`config.mk`:
```
export PLATFORM = sky130hd
export DESIGN_NAME = io_interface
export DESIGN_NICKNAME = d
export VERILOG_FILES = /design/src/verilog/uart_pkg.sv /design/src/verilog/uart_tx.sv /design/src/verilog/uart_rx.sv /design/src/verilog/uart.sv /design/src/verilog/io_interface.sv
export SDC_FILE = /design/constraint.sdc
export NUM_CORES = 1
export LEC_CHECK = 0
export ABC_CLOCK_PERIOD_IN_PS = 2130
export BUFFER_PORTS_ARGS = -buffer_cell sky130_fd_sc_hd__clkbuf_2
export CAP_MARGIN = 20
export CORE_MARGIN = 1
export CORE_UTILIZATION = 49
export CTS_BUF_LIST = sky130_fd_sc_hd__clkbuf_16
export CTS_CLUSTER_DIAMETER = 120
export DETAILED_ROUTE_END_ITERATION = 8
export HOLD_SLACK_MARGIN = 0.02
export PLACE_DENSITY_LB_ADDON = 0.05
export REMOVE_ABC_BUFFERS = 1
export SLEW_MARGIN = 10
export SYNTH_ARGS = -nofsm -noshare
export SYNTH_HDL_FRONTEND = slang
export SYNTH_SLANG_ARGS = --single-unit
```
`constraint.sdc`:
```
create_clock -name Clock -period 2.13 [get_ports Clock]
set_clock_uncertainty 0.15 [all_clocks]
set_input_delay 0.3195 -clock Clock [delete_from_list [all_inputs] [get_ports Clock]]
set_output_delay 0.3195 -clock Clock [all_outputs]
set_load 0.02 [all_outputs]
```
`src/verilog/uart_pkg.sv`:
```
package uart_pkg;

    // --------------------
    // Bus address map
    // --------------------

    // Status word, read only
    localparam logic [31:0] ADDR_STATUS  = 32'h8000_0000;

    // Receive data word, read only
    localparam logic [31:0] ADDR_RX_DATA = 32'h8000_0004;

    // Transmit data word, write only
    localparam logic [31:0] ADDR_TX_DATA = 32'h8000_0008;

    // --------------------
    // Status word bits
    // --------------------

    // Transmitter can take a byte
    localparam int STATUS_TX_READY = 0;

    // Received byte waiting to be read
    localparam int STATUS_RX_VALID = 1;

    // --------------------
    // 8N1 frame
    // --------------------

    localparam int DATA_BITS = 8;

    // Start bit, data bits and stop bit
    localparam int FRAME_BITS = DATA_BITS + 2;

endpackage

```
`src/verilog/uart_tx.sv`:
```
`timescale 1ns/1ns

module uart_tx
    import uart_pkg::*;
#(
    parameter int CLOCKS_PER_BIT = 16
)
(
    input  logic                 Clock,
    input  logic                 arst_n,
    input  logic [DATA_BITS-1:0] tx_data,
    input  logic                 tx_valid,
    output logic                 tx_ready,
    output logic                 serial_out
);

    localparam int TIMER_W = $clog2(CLOCKS_PER_BIT);
    localparam int COUNT_W = $clog2(FRAME_BITS);

    // Bits still to go after the start bit: data then stop
    logic [FRAME_BITS-2:0] shift_reg;
    logic [TIMER_W-1:0]    bit_timer;
    logic [COUNT_W-1:0]    bit_count;
    logic                  busy;
    logic                  accept;
    logic                  bit_done;

    assign tx_ready = ~busy;
    assign accept   = tx_valid & ~busy;
    assign bit_done = (bit_timer == TIMER_W'(CLOCKS_PER_BIT - 1));

    // --------------------
    // Control state
    // --------------------

    always_ff @(posedge Clock or negedge arst_n)
    begin
        if (!arst_n)
        begin
            busy       <= 1'b0;
            bit_timer  <= '0;
            bit_count  <= '0;
            serial_out <= 1'b1;
        end
        else if (accept)
        begin
            // Start bit goes out on the next cycle
            busy       <= 1'b1;
            bit_timer  <= '0;
            bit_count  <= '0;
            serial_out <= 1'b0;
        end
        else if (busy)
        begin
            if (bit_done)
            begin
                bit_timer <= '0;
                if (bit_count == COUNT_W'(FRAME_BITS - 1))
                begin
                    // End of stop bit, line already high
                    busy <= 1'b0;
                end
                else
                begin
                    serial_out <= shift_reg[0];
                    bit_count  <= bit_count + 1'b1;
                end
            end
            else
            begin
                bit_timer <= bit_timer + 1'b1;
            end
        end
    end

    // --------------------
    // Payload shifter
    // --------------------

    always_ff @(posedge Clock)
    begin
        if (accept)
        begin
            // Stop bit on top, data LSB first
            shift_reg <= {1'b1, tx_data};
        end
        else if (busy && bit_done)
        begin
            shift_reg <= {1'b1, shift_reg[FRAME_BITS-2:1]};
        end
    end

endmodule

```
`src/verilog/uart_rx.sv`:
```
`timescale 1ns/1ns

module uart_rx
    import uart_pkg::*;
#(
    parameter int CLOCKS_PER_BIT = 16
)
(
    input  logic                 Clock,
    input  logic                 arst_n,
    input  logic                 serial_in_sync,
    input  logic                 rx_ready,
    output logic [DATA_BITS-1:0] rx_data,
    output logic                 rx_valid
);

    localparam int TIMER_W  = $clog2(CLOCKS_PER_BIT);
    localparam int INDEX_W  = $clog2(DATA_BITS);
    localparam int HALF_BIT = CLOCKS_PER_BIT / 2;

    typedef enum logic [1:0] {
        RX_IDLE,
        RX_START,
        RX_DATA,
        RX_STOP
    } rx_state_t;

    rx_state_t            state;
    logic                 prev_in;
    logic [TIMER_W-1:0]   bit_timer;
    logic [INDEX_W-1:0]   bit_index;
    logic [DATA_BITS-1:0] data_shift;
    logic                 half_done;
    logic                 bit_done;
    logic                 frame_good;

    assign half_done  = (bit_timer == TIMER_W'(HALF_BIT - 1));
    assign bit_done   = (bit_timer == TIMER_W'(CLOCKS_PER_BIT - 1));
    assign frame_good = (state == RX_STOP) && bit_done && serial_in_sync;

    // --------------------
    // Frame FSM
    // --------------------

    always_ff @(posedge Clock or negedge arst_n)
    begin
        if (!arst_n)
        begin
            state     <= RX_IDLE;
            prev_in   <= 1'b1;
            bit_timer <= '0;
            bit_index <= '0;
        end
        else
        begin
            prev_in <= serial_in_sync;
            case (state)
                RX_IDLE:
                begin
                    bit_timer <= '0;
                    // Falling edge marks a possible start bit
                    if (prev_in && !serial_in_sync)
                    begin
                        state <= RX_START;
                    end
                end
                RX_START:
                begin
                    if (half_done)
                    begin
                        bit_timer <= '0;
                        bit_index <= '0;
                        // Glitch if the line is high again at mid start bit
                        state     <= serial_in_sync ? RX_IDLE : RX_DATA;
                    end
                    else
                    begin
                        bit_timer <= bit_timer + 1'b1;
                    end
                end
                RX_DATA:
                begin
                    if (bit_done)
                    begin
                        bit_timer <= '0;
                        bit_index <= bit_index + 1'b1;
                        if (bit_index == INDEX_W'(DATA_BITS - 1))
                        begin
                            state <= RX_STOP;
                        end
                    end
                    else
                    begin
                        bit_timer <= bit_timer + 1'b1;
                    end
                end
                RX_STOP:
                begin
                    if (bit_done)
                    begin
                        // Bad stop bit drops the frame
                        bit_timer <= '0;
                        state     <= RX_IDLE;
                    end
                    else
                    begin
                        bit_timer <= bit_timer + 1'b1;
                    end
                end
                default:
                begin
                    state <= RX_IDLE;
                end
            endcase
        end
    end

    // Data sampled at bit centers, LSB first
    always_ff @(posedge Clock)
    begin
        if (state == RX_DATA && bit_done)
        begin
            data_shift <= {serial_in_sync, data_shift[DATA_BITS-1:1]};
        end
        if (frame_good)
        begin
            rx_data <= data_shift;
        end
    end

    // --------------------
    // Holding flag
    // --------------------

    // A new frame wins over a read in the same cycle
    always_ff @(posedge Clock or negedge arst_n)
    begin
        if (!arst_n)
        begin
            rx_valid <= 1'b0;
        end
        else if (frame_good)
        begin
            rx_valid <= 1'b1;
        end
        else if (rx_ready)
        begin
            rx_valid <= 1'b0;
        end
    end

endmodule

```
`src/verilog/uart.sv`:
```
`timescale 1ns/1ns

module uart
    import uart_pkg::*;
#(
    parameter int CLOCKS_PER_BIT = 16
)
(
    input  logic                 Clock,
    input  logic                 arst_n,
    input  logic [DATA_BITS-1:0] tx_data,
    input  logic                 tx_valid,
    output logic                 tx_ready,
    output logic [DATA_BITS-1:0] rx_data,
    output logic                 rx_valid,
    input  logic                 rx_ready,
    input  logic                 serial_in,
    output logic                 serial_out
);

    logic sync_meta;
    logic sync_out;

    // Two flops on the asynchronous line, idle high out of reset
    always_ff @(posedge Clock or negedge arst_n)
    begin
        if (!arst_n)
        begin
            sync_meta <= 1'b1;
            sync_out  <= 1'b1;
        end
        else
        begin
            sync_meta <= serial_in;
            sync_out  <= sync_meta;
        end
    end

    uart_tx #(
        .CLOCKS_PER_BIT (CLOCKS_PER_BIT)
    ) uart_tx_inst (
        .Clock      (Clock),
        .arst_n     (arst_n),
        .tx_data    (tx_data),
        .tx_valid   (tx_valid),
        .tx_ready   (tx_ready),
        .serial_out (serial_out)
    );

    uart_rx #(
        .CLOCKS_PER_BIT (CLOCKS_PER_BIT)
    ) uart_rx_inst (
        .Clock          (Clock),
        .arst_n         (arst_n),
        .serial_in_sync (sync_out),
        .rx_ready       (rx_ready),
        .rx_data        (rx_data),
        .rx_valid       (rx_valid)
    );

endmodule

```
`src/verilog/io_interface.sv`:
```
`timescale 1ns/1ns

module io_interface
    import uart_pkg::*;
#(
    parameter int CLOCKS_PER_BIT = 16
)
(
    input  logic        Clock,
    input  logic        arst_n,
    input  logic [31:0] addr,
    input  logic [31:0] wdata,
    input  logic [3:0]  be,
    input  logic        wr,
    input  logic        rd,
    input  logic        serial_in,
    output logic        serial_out,
    output logic [31:0] rdata
);

    logic [DATA_BITS-1:0] tx_data;
    logic                 tx_valid;
    logic                 tx_ready;
    logic [DATA_BITS-1:0] rx_data;
    logic                 rx_valid;
    logic                 rx_ready;
    logic [31:0]          read_word;

    // --------------------
    // Write side
    // --------------------

    // Lost if the transmitter is busy
    assign tx_valid = wr && (addr == ADDR_TX_DATA) && (be != 4'b0000);

    // Lowest enabled byte lane
    always_comb
    begin
        if (be[0])
        begin
            tx_data = wdata[7:0];
        end
        else if (be[1])
        begin
            tx_data = wdata[15:8];
        end
        else if (be[2])
        begin
            tx_data = wdata[23:16];
        end
        else
        begin
            tx_data = wdata[31:24];
        end
    end

    // --------------------
    // Read side
    // --------------------

    assign rx_ready = rd && (addr == ADDR_RX_DATA) && rx_valid;

    always_comb
    begin
        read_word = '0;
        if (rd)
        begin
            case (addr)
                ADDR_STATUS:
                begin
                    read_word[STATUS_TX_READY] = tx_ready;
                    read_word[STATUS_RX_VALID] = rx_valid;
                end
                ADDR_RX_DATA:
                begin
                    // Nothing held reads as zero
                    if (rx_valid)
                    begin
                        read_word = {{(32 - DATA_BITS){1'b0}}, rx_data};
                    end
                end
                default:
                begin
                    read_word = '0;
                end
            endcase
        end
    end

    // Zero whenever the previous cycle had no read
    always_ff @(posedge Clock or negedge arst_n)
    begin
        if (!arst_n)
        begin
            rdata <= '0;
        end
        else
        begin
            rdata <= read_word;
        end
    end

    uart #(
        .CLOCKS_PER_BIT (CLOCKS_PER_BIT)
    ) uart_inst (
        .Clock      (Clock),
        .arst_n     (arst_n),
        .tx_data    (tx_data),
        .tx_valid   (tx_valid),
        .tx_ready   (tx_ready),
        .rx_data    (rx_data),
        .rx_valid   (rx_valid),
        .rx_ready   (rx_ready),
        .serial_in  (serial_in),
        .serial_out (serial_out)
    );

endmodule

```
# == Yosys cells after proc, flatten, opt, wreduce, memory -nomap -nowiden ==
# Cells that the tools add are included.
# totals
ff_bits,79
in_bits,73
output_inout_bits,33
elab_cells,98
# classes
addsub,4
eq_ne,17
mux,39
n_bitwise,2
reduce_logical,21
# ops
op,n
"== test 32 bit, second input constant",3
2-to-1 mux 8 bit,6
2-to-1 mux 4 bit,9
2-to-1 mux 32 bit,1
2-to-1 mux 30 bit,1
"adder 4 x 1 -> 4 bit, second input constant",3
"== test 4 bit, second input constant",3
2-to-1 mux 2 bit,6
"!= test 2 bit, second input constant",6
case mux 4 bit (3 select lines),1
2-to-1 mux 1 bit,10
nonzero test 2 bit,5
logical AND 1 bit,9
case mux 2 bit (4 select lines),1
2-to-1 mux 3 bit,2
case mux 3 bit (2 select lines),1
AND reduction 3 bit,2
AND reduction 5 bit,1
"== test 2 bit, second input constant",2
"== test 4 x 3 -> 1 bit, second input constant",1
case mux 2 bit (2 select lines),1
nonzero test 4 bit,1
"adder 3 x 1 -> 3 bit, second input constant",1
"== test 3 bit, second input constant",1
6 further kinds,6

# == Depth between registers and ports, before layout ==
# Gate-level depths: netlist (run 1).
# logic_depth
ltp_word,6
ltp_mapped,7

# == Modules after synthesis ==
# Synthesis (run 1) repeated with hierarchy kept, for this count alone.
# unflattened
hier_cells,247
hier_area_um2,2989.1
# by_module_without_submodules
mod,n_inst,cells_each,area_per_inst_um2
uart_rx,1,71,1074.8
io_interface,1,104,965.9
uart_tx,1,70,895.9
uart,1,2,52.6

# == Worst setup path before layout (run 1) ==
# OpenSTA, ideal clock, no wires.
# synth_timing
kind,input to register
start,input port addr[22]
end,"register uart_inst.uart_tx_inst.shift_reg[4], data pin"
setup_time_ns,0.260
arrival_ns,1.762
t_required_ns,1.720
setup_slack_ns,-0.043
stages,6
n_path_buf,2
cell_sequence,or4_4 > nor3_1 > and4_1 > buf_6 > buf_12 > mux2_4
# synth_between
elab_chain_cells,5
# synth_rtl
item,line,source
from (decl),io_interface.sv:11,"input logic [31:0] addr,"
== test 32 bit,io_interface.sv:34,assign tx_valid = wr && (addr == ADDR_TX_DATA) && (be != 4'b0000);
logical AND 1 bit (2 in a row),io_interface.sv:34,
AND 1 bit,uart_tx.sv:29,assign accept = tx_valid & ~busy;
2-to-1 mux 8 bit,uart_tx.sv:82,if (accept)
to (signal assigned),uart_tx.sv:85,"shift_reg <= {1'b1, tx_data};"
to (signal assigned),uart_tx.sv:89,"shift_reg <= {1'b1, shift_reg[FRAME_BITS-2:1]};"
to (decl),uart_tx.sv:21,logic [FRAME_BITS-2:0] shift_reg;
# No other way between the ends.
# A chain may end at the register's enable or synchronous reset.

# == Worst setup path in the final report (run 1) ==
# layout_timing
start,input port addr[22]
end,"register uart_inst.uart_tx_inst.shift_reg[2], data pin"
# The elaborated chain is that of the path after synthesis.

==> results.sh, run 1 <==
export IMPL_critPathCaptureType="flip-flop"
export IMPL_dr_total_vias=2051
export IMPL_yosysMostFrequentCell="dfrtp_1"
export IMPL_swShare=0.254
export IMPL_crit_fanout=6
export IMPL_ys_seq_elements=55
export IMPL_worstMarginPinSlew_ns=0.804
export IMPL_finalSetupViolations=0
export IMPL_first_pass_iters=4
export IMPL_synth_top_area_share=0.251
export IMPL_slew_headroom=0.464
export IMPL_cts_made_buffers=5
export IMPL_p_clk_frac=0.342
export IMPL_critPathKind="in -> reg"
export IMPL_clk_latency_ns=0.28
export IMPL_worstPathArrival_ns=1.88
export IMPL_leakage_nw=1.59
export IMPL_placedCellCount=403
export IMPL_cts_buffer_depth=2
export IMPL_status="complete, no violations"
export IMPL_grt_pass1_wl_um=8980
export IMPL_grt_overflow_total=0
export IMPL_drcViolationCount=0
export IMPL_fmax_mhz=501
export IMPL_period_minus_slack_ns=2.00
export IMPL_combPwrFrac=0.169
export IMPL_layout_setup_ws_ns=0.132
export IMPL_synth_cells=252
export IMPL_final_nets=419
export IMPL_wl_per_cell_um=12.8
export IMPL_rows=27
export IMPL_gp_congestion=0.763
export IMPL_drv_cap=0
export IMPL_cts_tree="built"
export IMPL_avgSynthCellArea_um2=11.4
export IMPL_antenna_found_initial=0
export IMPL_min_period_over_period=0.938
export IMPL_grt_max_degree=32
export IMPL_reg2regPathDepth=5
export IMPL_seqPwrFrac=0.490
export IMPL_design_die_area_um2=6170
export IMPL_htree_levels=2
export IMPL_io_pins=106
export IMPL_syn_cell_area_um2=2870
export IMPL_synth_distinct_cells=49
export IMPL_die_w_um=78.5
export IMPL_p_per_area_nw_per_um2=760
export IMPL_yosys_top_cells_count="dfrtp_1, buf_4, edfxtp_1"
export IMPL_antenna_cells=0
export IMPL_whs_path_depth=3
export IMPL_vias_per_cell=4.97
export IMPL_clkSlewWorstSetupHoldPaths_ns=0.06
export IMPL_start_util=0.515
export IMPL_ir_worst_vdd_uv=564
export IMPL_core_area_um2=5570
export IMPL_multi_input_area_um2=1120
export IMPL_drv_slew=0
export IMPL_antenna_left=0
export IMPL_hold_viol=0
export IMPL_synth_seq_area_share=0.523
export IMPL_hp_class="in -> reg"
export IMPL_grt_pass1_vias=2046
export IMPL_ff_latch_area_um2=1500
export IMPL_pre_cts_ws_ns=-0.265
export IMPL_yosys_area_top_type="edfxtp_1"
export IMPL_yosysWarnings=0
export IMPL_clock_sinks=55
export IMPL_async_flop_share=0.564
export IMPL_internal_power_mw=1.94
export IMPL_crit_path_start_kind="input pin"
export IMPL_power_switching_mw=0.663
export IMPL_fillers=462
export IMPL_whs_ns=0.193
export IMPL_track_usage=0.189
export IMPL_synth_edf_count=24
export IMPL_area_growth_synth_to_final_pct=19.5
export IMPL_root_buffer="clkbuf_16"
export IMPL_design_power_total_mw=2.61
export IMPL_ys_top_cells_by_area="edfxtp_1, dfrtp_1, buf_4, mux2_2, dfstp_2"
export IMPL_dp_hpwl_um=4130
export IMPL_wl_um=5300
export IMPL_portBuffers=81
export IMPL_instances_no_fill=413
export IMPL_postCtsSetupBuffers=0
export IMPL_rsz0062_at_grt="false"
export IMPL_die_y_um=78.5
export IMPL_required_ns=2.02
export IMPL_drive_gt1_frac=0.361
export IMPL_drt_iter0_drc=43
export IMPL_ys_flop_type="dfrtp_1"
==> what timing repair did <==
action                                  CTS  global route
resized for setup                         0             1
endpoints found under the hold margin    28             0
endpoints found under the setup margin    0            15
hold buffers                              2             0
==> stage by stage <==
stage          utilization  setup TNS (ns)  cell area [um2]
2_1_floorplan            -           -2.16             2660
3_3_place_gp         0.581           -3.17             3240
3_5_place_dp         0.581           -3.96             3240
4_1_cts              0.614               0             3420
5_1_grt              0.615               0             3430
6_report             0.615               0             3430
==> power by group through the flow <==
stage,clock network [mW],logic (mW),registers [mW]
2_1_floorplan,0,0.272,1.28
3_3_place_gp,0,0.431,1.29
3_5_place_dp,0,0.440,1.29
4_1_cts,0.924,0.445,1.27
5_1_grt,0.955,0.505,1.28
6_report,0.891,0.440,1.28
==> logic make-up (layout without fill, tap and decap cells) <==
logic type / count (synthesis) / after routing / share of synthesized area
buffers and inverters: 46 / 112 / 0.116
other: 1 / 24 / 0.00131
and+or+nand+nor: 78 / 78 / 0.147
AOI/OAI and AO/OA: 37 / 37 / 0.0763
DFF: 55 / 55 / 0.523
adders and majority gates: 6 / 6 / 0.0262
muxes: 24 / 24 / 0.0942
xor gates and xnor gates: 5 / 5 / 0.0153
==> worst paths after layout <==
kind / end / slack (ns) / start
max: uart_inst.uart_tx_inst.shift_reg[2]$_DFFE_PP_ / 0.13 / addr[22]
min reg2reg: uart_inst.sync_out$_DFF_PN1_ / 0.21 / uart_inst.sync_meta$_DFF_PN1_
max reg2reg: uart_inst.uart_tx_inst.bit_count[1]$_DFFE_PN0P_ / 0.23 / uart_inst.uart_tx_inst.bit_timer[0]$_DFFE_PN0P_
min: uart_inst.uart_tx_inst.shift_reg[7]$_SDFFCE_PP1P_ / 0.19 / wdata[7]
max in group asynchronous: async pin / 0.82 / arst_n
min in group asynchronous: rdata[0]$_DFF_PN0_ / 0.51 / arst_n
==> critical path, stage by stage <==
cell and delay, ns:
clkbuf_2 0.08, or4_4 0.53, nor3_2 0.23, and4_1 0.24, buf_4 0.15, mux2_2 0.33
==> layer usage <==
metal | up-vias | routed length [um] | global-route usage
met3 | 6 | 179 | 0.0349
met4 | 0 | 66 | 0.0667
met1 | 956 | 2290 | 0.231
li1 | 1027 | - | -
met2 | 62 | 2760 | 0.331
met5 | - | 0 | 0
==> cells in the final DEF, fill, tap and decap left out, types with 3 or more instances in the layout <==
cell       count
dfstp_2        4
dfrtp_1       27
and4_1         4
nand3_1        5
nand4_1        3
nor3_1         6
a21oi_1       11
edfxtp_1      24
nand2_1       19
mux2i_1        9
inv_1         11
nand2b_1       5
clkbuf_2      81
nor2_1        14
mux2_4         3
ha_1           6
conb_1        24
mux2_2        12
buf_4         11
xor2_1         3
clkbuf_16      5
o21ai_0       13
nor4_1         6
==> layout make-up <==
type                            count  share of cell area
Inverter                           10              0.0109
Tap cell                           72              0.0263
Clock inverter                      3              0.0120
Sequential cell                    55               0.438
Multi-Input combinational cell    174               0.328
Timing Repair Buffer               94               0.148
Clock buffer                        5              0.0365
No activity file was read; power rests on OpenSTA's default activity.
==> run 2: changes to the inputs <==
--- a/config.mk
+++ b/config.mk
@@ -8,14 +8,13 @@
 export ABC_CLOCK_PERIOD_IN_PS = 2130
 export BUFFER_PORTS_ARGS = -buffer_cell sky130_fd_sc_hd__clkbuf_2
 export CAP_MARGIN = 20
-export CORE_MARGIN = 1
+export CORE_MARGIN = 2
 export CORE_UTILIZATION = 49
 export CTS_BUF_LIST = sky130_fd_sc_hd__clkbuf_16
 export CTS_CLUSTER_DIAMETER = 120
 export DETAILED_ROUTE_END_ITERATION = 8
 export HOLD_SLACK_MARGIN = 0.02
 export PLACE_DENSITY_LB_ADDON = 0.05
-export REMOVE_ABC_BUFFERS = 1
 export SLEW_MARGIN = 10
 export SYNTH_ARGS = -nofsm -noshare
 export SYNTH_HDL_FRONTEND = slang
==> run 2 against run 1 <==
Largest cell class unchanged. Routed wire length rose by 3.8%. Power about the same. Critical endpoint is now uart_inst.uart_tx_inst.shift_reg[1]$_DFFE_PP_. Core utilization up 0.25 points. Non-clock buffer count is the same. Design area increased by 0.40%. Clock power is 2% higher. Maximum frequency grew 2.8%. Clock-buffer cell count stayed put. Critical path depth unchanged.
==> results.sh, run 2 (same netlist as run 1, synthesis figures left out) <==
export IMPL_grt_overflow_total=0
export IMPL_period_minus_slack_ns=1.94
export IMPL_final_cell_mix="clkbuf_2, dfrtp_1, conb_1, edfxtp_1, nand2_1"
export IMPL_htree_levels=2
export IMPL_wl_per_cell_um=13.3
export IMPL_cts_made_buffers=5
export IMPL_critPathCaptureType="flip-flop"
export IMPL_gp_congestion=0.768
export IMPL_crit_fanout=11
export IMPL_drive_gt1_frac=0.361
export IMPL_hold_viol=0
export IMPL_cts_buffer_depth=2
export IMPL_fillers=502
export IMPL_final_nets=419
export IMPL_ff_latch_area_um2=1500
export IMPL_die_y_um=80.5
export IMPL_clock_sinks=55
export IMPL_min_period_over_period=0.912
export IMPL_start_util=0.515
export IMPL_die_w_um=80.5
export IMPL_crit_path_start_kind="input pin"
export IMPL_finalSetupViolations=0
export IMPL_grt_pass1_vias=1944
export IMPL_antenna_cells=0
export IMPL_status="complete, no violations"
export IMPL_required_ns=2.02
export IMPL_dp_hpwl_um=4120
export IMPL_rsz0062_at_grt="false"
export IMPL_clkSlewWorstSetupHoldPaths_ns=0.06
export IMPL_hp_class="in -> reg"
export IMPL_instances_no_fill=413
export IMPL_portBuffers=81
export IMPL_vias_per_cell=4.99
export IMPL_layout_commonest_cell="clkbuf_2"
export IMPL_clk_latency_ns=0.29
export IMPL_worstMarginPinSlew_ns=0.786
export IMPL_placedCellCount=403
export IMPL_dr_total_vias=2062
export IMPL_grt_max_degree=32
export IMPL_leakage_nw=1.60
export IMPL_critPathKind="in -> reg"
export IMPL_whs_ns=0.184
export IMPL_drv_cap=0
export IMPL_io_pins=106
export IMPL_fmax_mhz=515
export IMPL_first_pass_iters=4
export IMPL_root_buffer="clkbuf_16"
export IMPL_multi_input_area_um2=1120
export IMPL_cts_tree="built"
export IMPL_track_usage=0.182
export IMPL_cts_resized=0
export IMPL_wl_um=5500
export IMPL_ir_worst_vdd_uv=637
export IMPL_worstPathArrival_ns=1.83
export IMPL_drv_slew=0
export IMPL_antenna_found_initial=0
export IMPL_antenna_left=0
export IMPL_design_die_area_um2=6480
export IMPL_core_area_um2=5570
export IMPL_p_per_area_nw_per_um2=758
export IMPL_drcViolationCount=0
export IMPL_drt_iter0_drc=72
export IMPL_grt_pass1_wl_um=8970
export IMPL_rows=27
export IMPL_area_growth_synth_to_final_pct=20.0
export IMPL_slew_headroom=0.476
## run 2: worst max-delay path, stage by stage
cell and delay (ns):
clkbuf_2 0.08, or4_4 0.54, nor3_2 0.17, and4_1 0.24, buf_12 0.14, mux2_2 0.33
## run 2: repair_timing
item	4_1_cts	5_1_grt
endpoints found under the setup margin	0	0
buffers inserted	0	0
hold buffers	2	0
hold endpoints to repair	28	0
## run 2: worst paths after layout
path / start / to / slack [ns] / cells after the start
max: addr[22] / uart_inst.uart_tx_inst.shift_reg[1]$_DFFE_PP_ / 0.19 / 6
min: addr[2] / rdata[0]$_DFF_PN0_ / 0.18 / 3
max reg2reg: uart_inst.uart_tx_inst.bit_timer[0]$_DFFE_PN0P_ / uart_inst.uart_tx_inst.bit_count[1]$_DFFE_PN0P_ / 0.30 / 5
min reg2reg: uart_inst.sync_meta$_DFF_PN1_ / uart_inst.sync_out$_DFF_PN1_ / 0.21 / 0
max in group asynchronous: arst_n / rdata[0]$_DFF_PN0_ / 0.83 / 2
min in group asynchronous: arst_n / uart_inst.uart_tx_inst.bit_count[1]$_DFFE_PN0P_ / 0.50 / 2
## run 2: power breakdown
| part | switching (mW) | internal (mW) | total (mW) |
|---|---|---|---|
| logic | 0.201 | 0.212 | 0.412 |
| registers | 0.115 | 1.17 | 1.29 |
| clock network | 0.356 | 0.555 | 0.910 |
| total | 0.671 | 1.94 | 2.61 |
## run 2: stage by stage
step                setup TNS, ns  total power [mW]   util  setup slack (ns)  instance area (um2)
floorplan                       0              1.62      -           0.00879                 2960
global placement            -1.17              1.71  0.584            -0.106                 3250
detailed placement          -1.40              1.72  0.584            -0.121                 3250
CTS                             0              2.64  0.618             0.185                 3440
global route                    0              2.77  0.618             0.125                 3440
finish                          0              2.61  0.618             0.187                 3440
## run 2: cell type report
class,count,share of cell area
well taps,72,0.0262
flip-flops and latches,55,0.436
multi-input cells,174,0.327
inverters,10,0.0109
repair buffers,94,0.151
clock inverters,3,0.0124
clock buffers,5,0.0364
## run 2: per-layer routing
metal | wire length [um] | vias up | global-route usage
met5 | 0 | - | 0
met4 | 66 | 0 | 0.0593
met2 | 2780 | 43 | 0.309
li1 | - | 1028 | -
met3 | 220 | 8 | 0.0382
met1 | 2430 | 983 | 0.230
==> run 3: changes to the inputs <==
--- a/config.mk
+++ b/config.mk
@@ -9,7 +9,7 @@
 export BUFFER_PORTS_ARGS = -buffer_cell sky130_fd_sc_hd__clkbuf_2
 export CAP_MARGIN = 20
 export CORE_MARGIN = 2
-export CORE_UTILIZATION = 49
+export CORE_UTILIZATION = 47
 export CTS_BUF_LIST = sky130_fd_sc_hd__clkbuf_16
 export CTS_CLUSTER_DIAMETER = 120
 export DETAILED_ROUTE_END_ITERATION = 8
@@ -18,4 +18,5 @@
 export SLEW_MARGIN = 10
 export SYNTH_ARGS = -nofsm -noshare
 export SYNTH_HDL_FRONTEND = slang
+export SYNTH_HIERARCHICAL = 1
 export SYNTH_SLANG_ARGS = --single-unit
==> run 3 against run 2 <==
Sequential share of layout area shrank 2.3 points. Global-route usage shrank 2.6 points. Flip-flop and latch count is the same. Clock power grew 13%. Combinational power shrank 5.6%. Critical path type unchanged. Die area grew 8.2%. Routed wire length shrank 3.7%. Largest power group unchanged.
==> results.sh, run 3 <==
export IMPL_fillers=545
export IMPL_critPathTopFamily="simple AND/OR/NAND/NOR gates"
export IMPL_combPwrFrac=0.145
export IMPL_swShare=0.244
export IMPL_synth_xor_area_frac=0.00879
export IMPL_fin_setup_tns_ns=0
export IMPL_grt_overflow_total=0
export IMPL_yosys_top_cells_count="buf_4, dfrtp_1, edfxtp_1"
export IMPL_synth_top_family_by_area="simple AND/OR/NAND/NOR gates"
export IMPL_synth_distinct_cells=54
export IMPL_yosys_area_top_type="edfxtp_1"
export IMPL_layout_commonest_cell="clkbuf_2"
export IMPL_synthMuxAreaShare=0.0904
export IMPL_cp_slowest_cell="nor4_4"
export IMPL_grt_pass1_wl_um=8940
export IMPL_final_cell_mix="clkbuf_2, dfrtp_1, conb_1, edfxtp_1, nand2_1"
export IMPL_ir_worst_vdd_uv=590
export IMPL_layout_setup_ws_ns=0.221
export IMPL_ys_seq_elements=55
export IMPL_synth_edf_count=24
export IMPL_critPathCaptureType="flip-flop"
export IMPL_wl_um=5290
export IMPL_track_usage=0.156
export IMPL_ys_flop_type="dfrtp_1"
export IMPL_p_clk_frac=0.385
export IMPL_drv_cap=0
export IMPL_crit_chain="clkbuf_2 -> nor4_2 -> nand4_1 -> nor4_4 -> nand2b_4 -> mux2_4"
export IMPL_postCtsSetupBuffers=0
export IMPL_rows=29
export IMPL_design_power_total_mw=2.68
export IMPL_hold_viol=0
export IMPL_cts_hold_buf=2
export IMPL_drv_slew=0
export IMPL_clkSlewWorstSetupHoldPaths_ns=0.07
export IMPL_crit_fanout=11
export IMPL_core_area_um2=6240
export IMPL_rsz0062_at_grt="false"
export IMPL_r2r_slack_ns=0.30
export IMPL_hp_class="reg -> reg"
export IMPL_synthSimpleGateAreaFrac=0.187
export IMPL_antenna_cells=0
export IMPL_fmax_mhz=524
export IMPL_antenna_found_initial=0
export IMPL_cts_made_buffers=5
export IMPL_synth_seq_area_share=0.502
export IMPL_drcViolationCount=0
export IMPL_required_ns=2.02
export IMPL_area_growth_synth_to_final_pct=21.5
export IMPL_grt_pass1_vias=1910
export IMPL_syn_cell_area_um2=2990
export IMPL_yosysWarnings=6
export IMPL_status="complete, no violations"
export IMPL_cp_num_buf_inv=1
export IMPL_power_switching_mw=0.654
export IMPL_root_buffer="clkbuf_16"
export IMPL_worstMarginPinSlew_ns=0.768
export IMPL_gp_congestion=0.755
export IMPL_leakage_nw=1.68
export IMPL_htree_levels=2
export IMPL_final_area_um2=3630
export IMPL_antenna_left=0
export IMPL_synth_compound_area_frac=0.0871
export IMPL_die_y_um=83.8
export IMPL_first_pass_iters=4
export IMPL_cts_resized=0
export IMPL_ys_top_cells_by_area="edfxtp_1, dfrtp_1, buf_4, mux2_2, dfstp_2"
export IMPL_clock_sinks=55
export IMPL_synth_top_area_share=0.241
export IMPL_critPathKind="in -> reg"
export IMPL_die_w_um=83.8
export IMPL_cts_buffer_depth=2
export IMPL_period_minus_slack_ns=1.91
export IMPL_io_pins=106
export IMPL_seqPwrFrac=0.470
export IMPL_clk_latency_ns=0.28
export IMPL_async_flop_share=0.564
export IMPL_synth_cells=247
export IMPL_crit_path_start_kind="input pin"
export IMPL_slowest_delay_ns=0.37
export IMPL_final_nets=416
export IMPL_internal_power_mw=2.03
export IMPL_grt_max_degree=32
export IMPL_vias_per_cell=4.84
export IMPL_synth_fa_ha_area_frac=0.0251
export IMPL_placed_area_um2=3420
export IMPL_design_die_area_um2=7010
export IMPL_dp_hpwl_um=4130
export IMPL_slew_headroom=0.488
export IMPL_cts_tree="built"
export IMPL_p_per_area_nw_per_um2=739
export IMPL_pre_cts_ws_ns=-0.128
export IMPL_drt_iter0_drc=66
export IMPL_finalSetupViolations=0
export IMPL_portBuffers=81
export IMPL_drive_gt1_frac=0.426
export IMPL_avgSynthCellArea_um2=12.1
export IMPL_wl_per_cell_um=12.8
export IMPL_min_period_over_period=0.896
export IMPL_dr_total_vias=2010
export IMPL_worstPathArrival_ns=1.80
export IMPL_start_util=0.479
-- run 3: cell families (layout without fill, tap and decap cells) --
| family | Yosys count | after routing |
|---|---|---|
| and+or+nand+nor | 75 | 75 |
| DFF | 55 | 55 |
| buffers and inverters | 44 | 112 |
| AOI/OAI and AO/OA | 39 | 39 |
| muxes | 24 | 24 |
| adders and majority gates | 6 | 6 |
| xor gates and xnor gates | 3 | 3 |
| other | 1 | 24 |
-- run 3: path summary, 6_finish.rpt --
check / startpoint / to / cells past startpoint
max in group asynchronous: arst_n / uart_inst/uart_rx_inst/state[0]$_DFFE_PN0P_ / 2
min in group asynchronous: arst_n / uart_inst/uart_tx_inst/bit_count[2]$_DFFE_PN0P_ / 2
worst min register to register: uart_inst/sync_meta$_DFF_PN1_ / uart_inst/sync_out$_DFF_PN1_ / 0
worst max-delay path: addr[9] / uart_inst/uart_tx_inst/shift_reg[1]$_DFFE_PP_ / 6
worst max register to register: uart_inst/uart_rx_inst/bit_timer[0]$_DFF_PN0_ / uart_inst/uart_rx_inst/rx_data[0]$_DFFE_PP_ / 3
worst min-delay path: uart_inst/sync_meta$_DFF_PN1_ / uart_inst/sync_out$_DFF_PN1_ / 0
-- run 3: power by group through the flow --
| stage | logic, mW | registers, mW | clock network [mW] |
|---|---|---|---|
| after floorplan | 0.376 | 1.22 | 0 |
| after global placement | 0.385 | 1.28 | 0 |
| after detailed placement | 0.389 | 1.28 | 0 |
| after CTS | 0.394 | 1.26 | 1.05 |
| after global routing | 0.444 | 1.28 | 1.10 |
| final | 0.389 | 1.26 | 1.03 |
-- run 3: per-stage QoR --
step	std cells	util	hold slack, ns
6_report	415	0.582	0.207
5_1_grt	415	0.582	0.214
4_1_cts	415	0.582	0.207
3_5_place_dp	405	0.548	0.197
3_3_place_gp	405	0.548	0.196
2_1_floorplan	270	-	-0.126
-- run 3: final cells by class --
| type | instances | area [um2] | area share |
|---|---|---|---|
| Timing Repair Buffer | 96 | 523 | 0.144 |
| Clock inverter | 3 | 67.6 | 0.0186 |
| Multi-Input combinational cell | 171 | 1290 | 0.355 |
| Sequential cell | 55 | 1500 | 0.413 |
| Tap cell | 77 | 96.3 | 0.0265 |
| Inverter | 8 | 30.0 | 0.00827 |
| Clock buffer | 5 | 125 | 0.0344 |
-- run 3: layer usage --
| metal | global-route usage | up-vias | share of wire |
|---|---|---|---|
| li1 | - | 1034 | - |
| met4 | 0.0396 | 0 | 0.011 |
| met2 | 0.257 | 74 | 0.46 |
| met3 | 0.0396 | 6 | 0.072 |
| met5 | 0 | - | 0 |
| met1 | 0.208 | 896 | 0.46 |
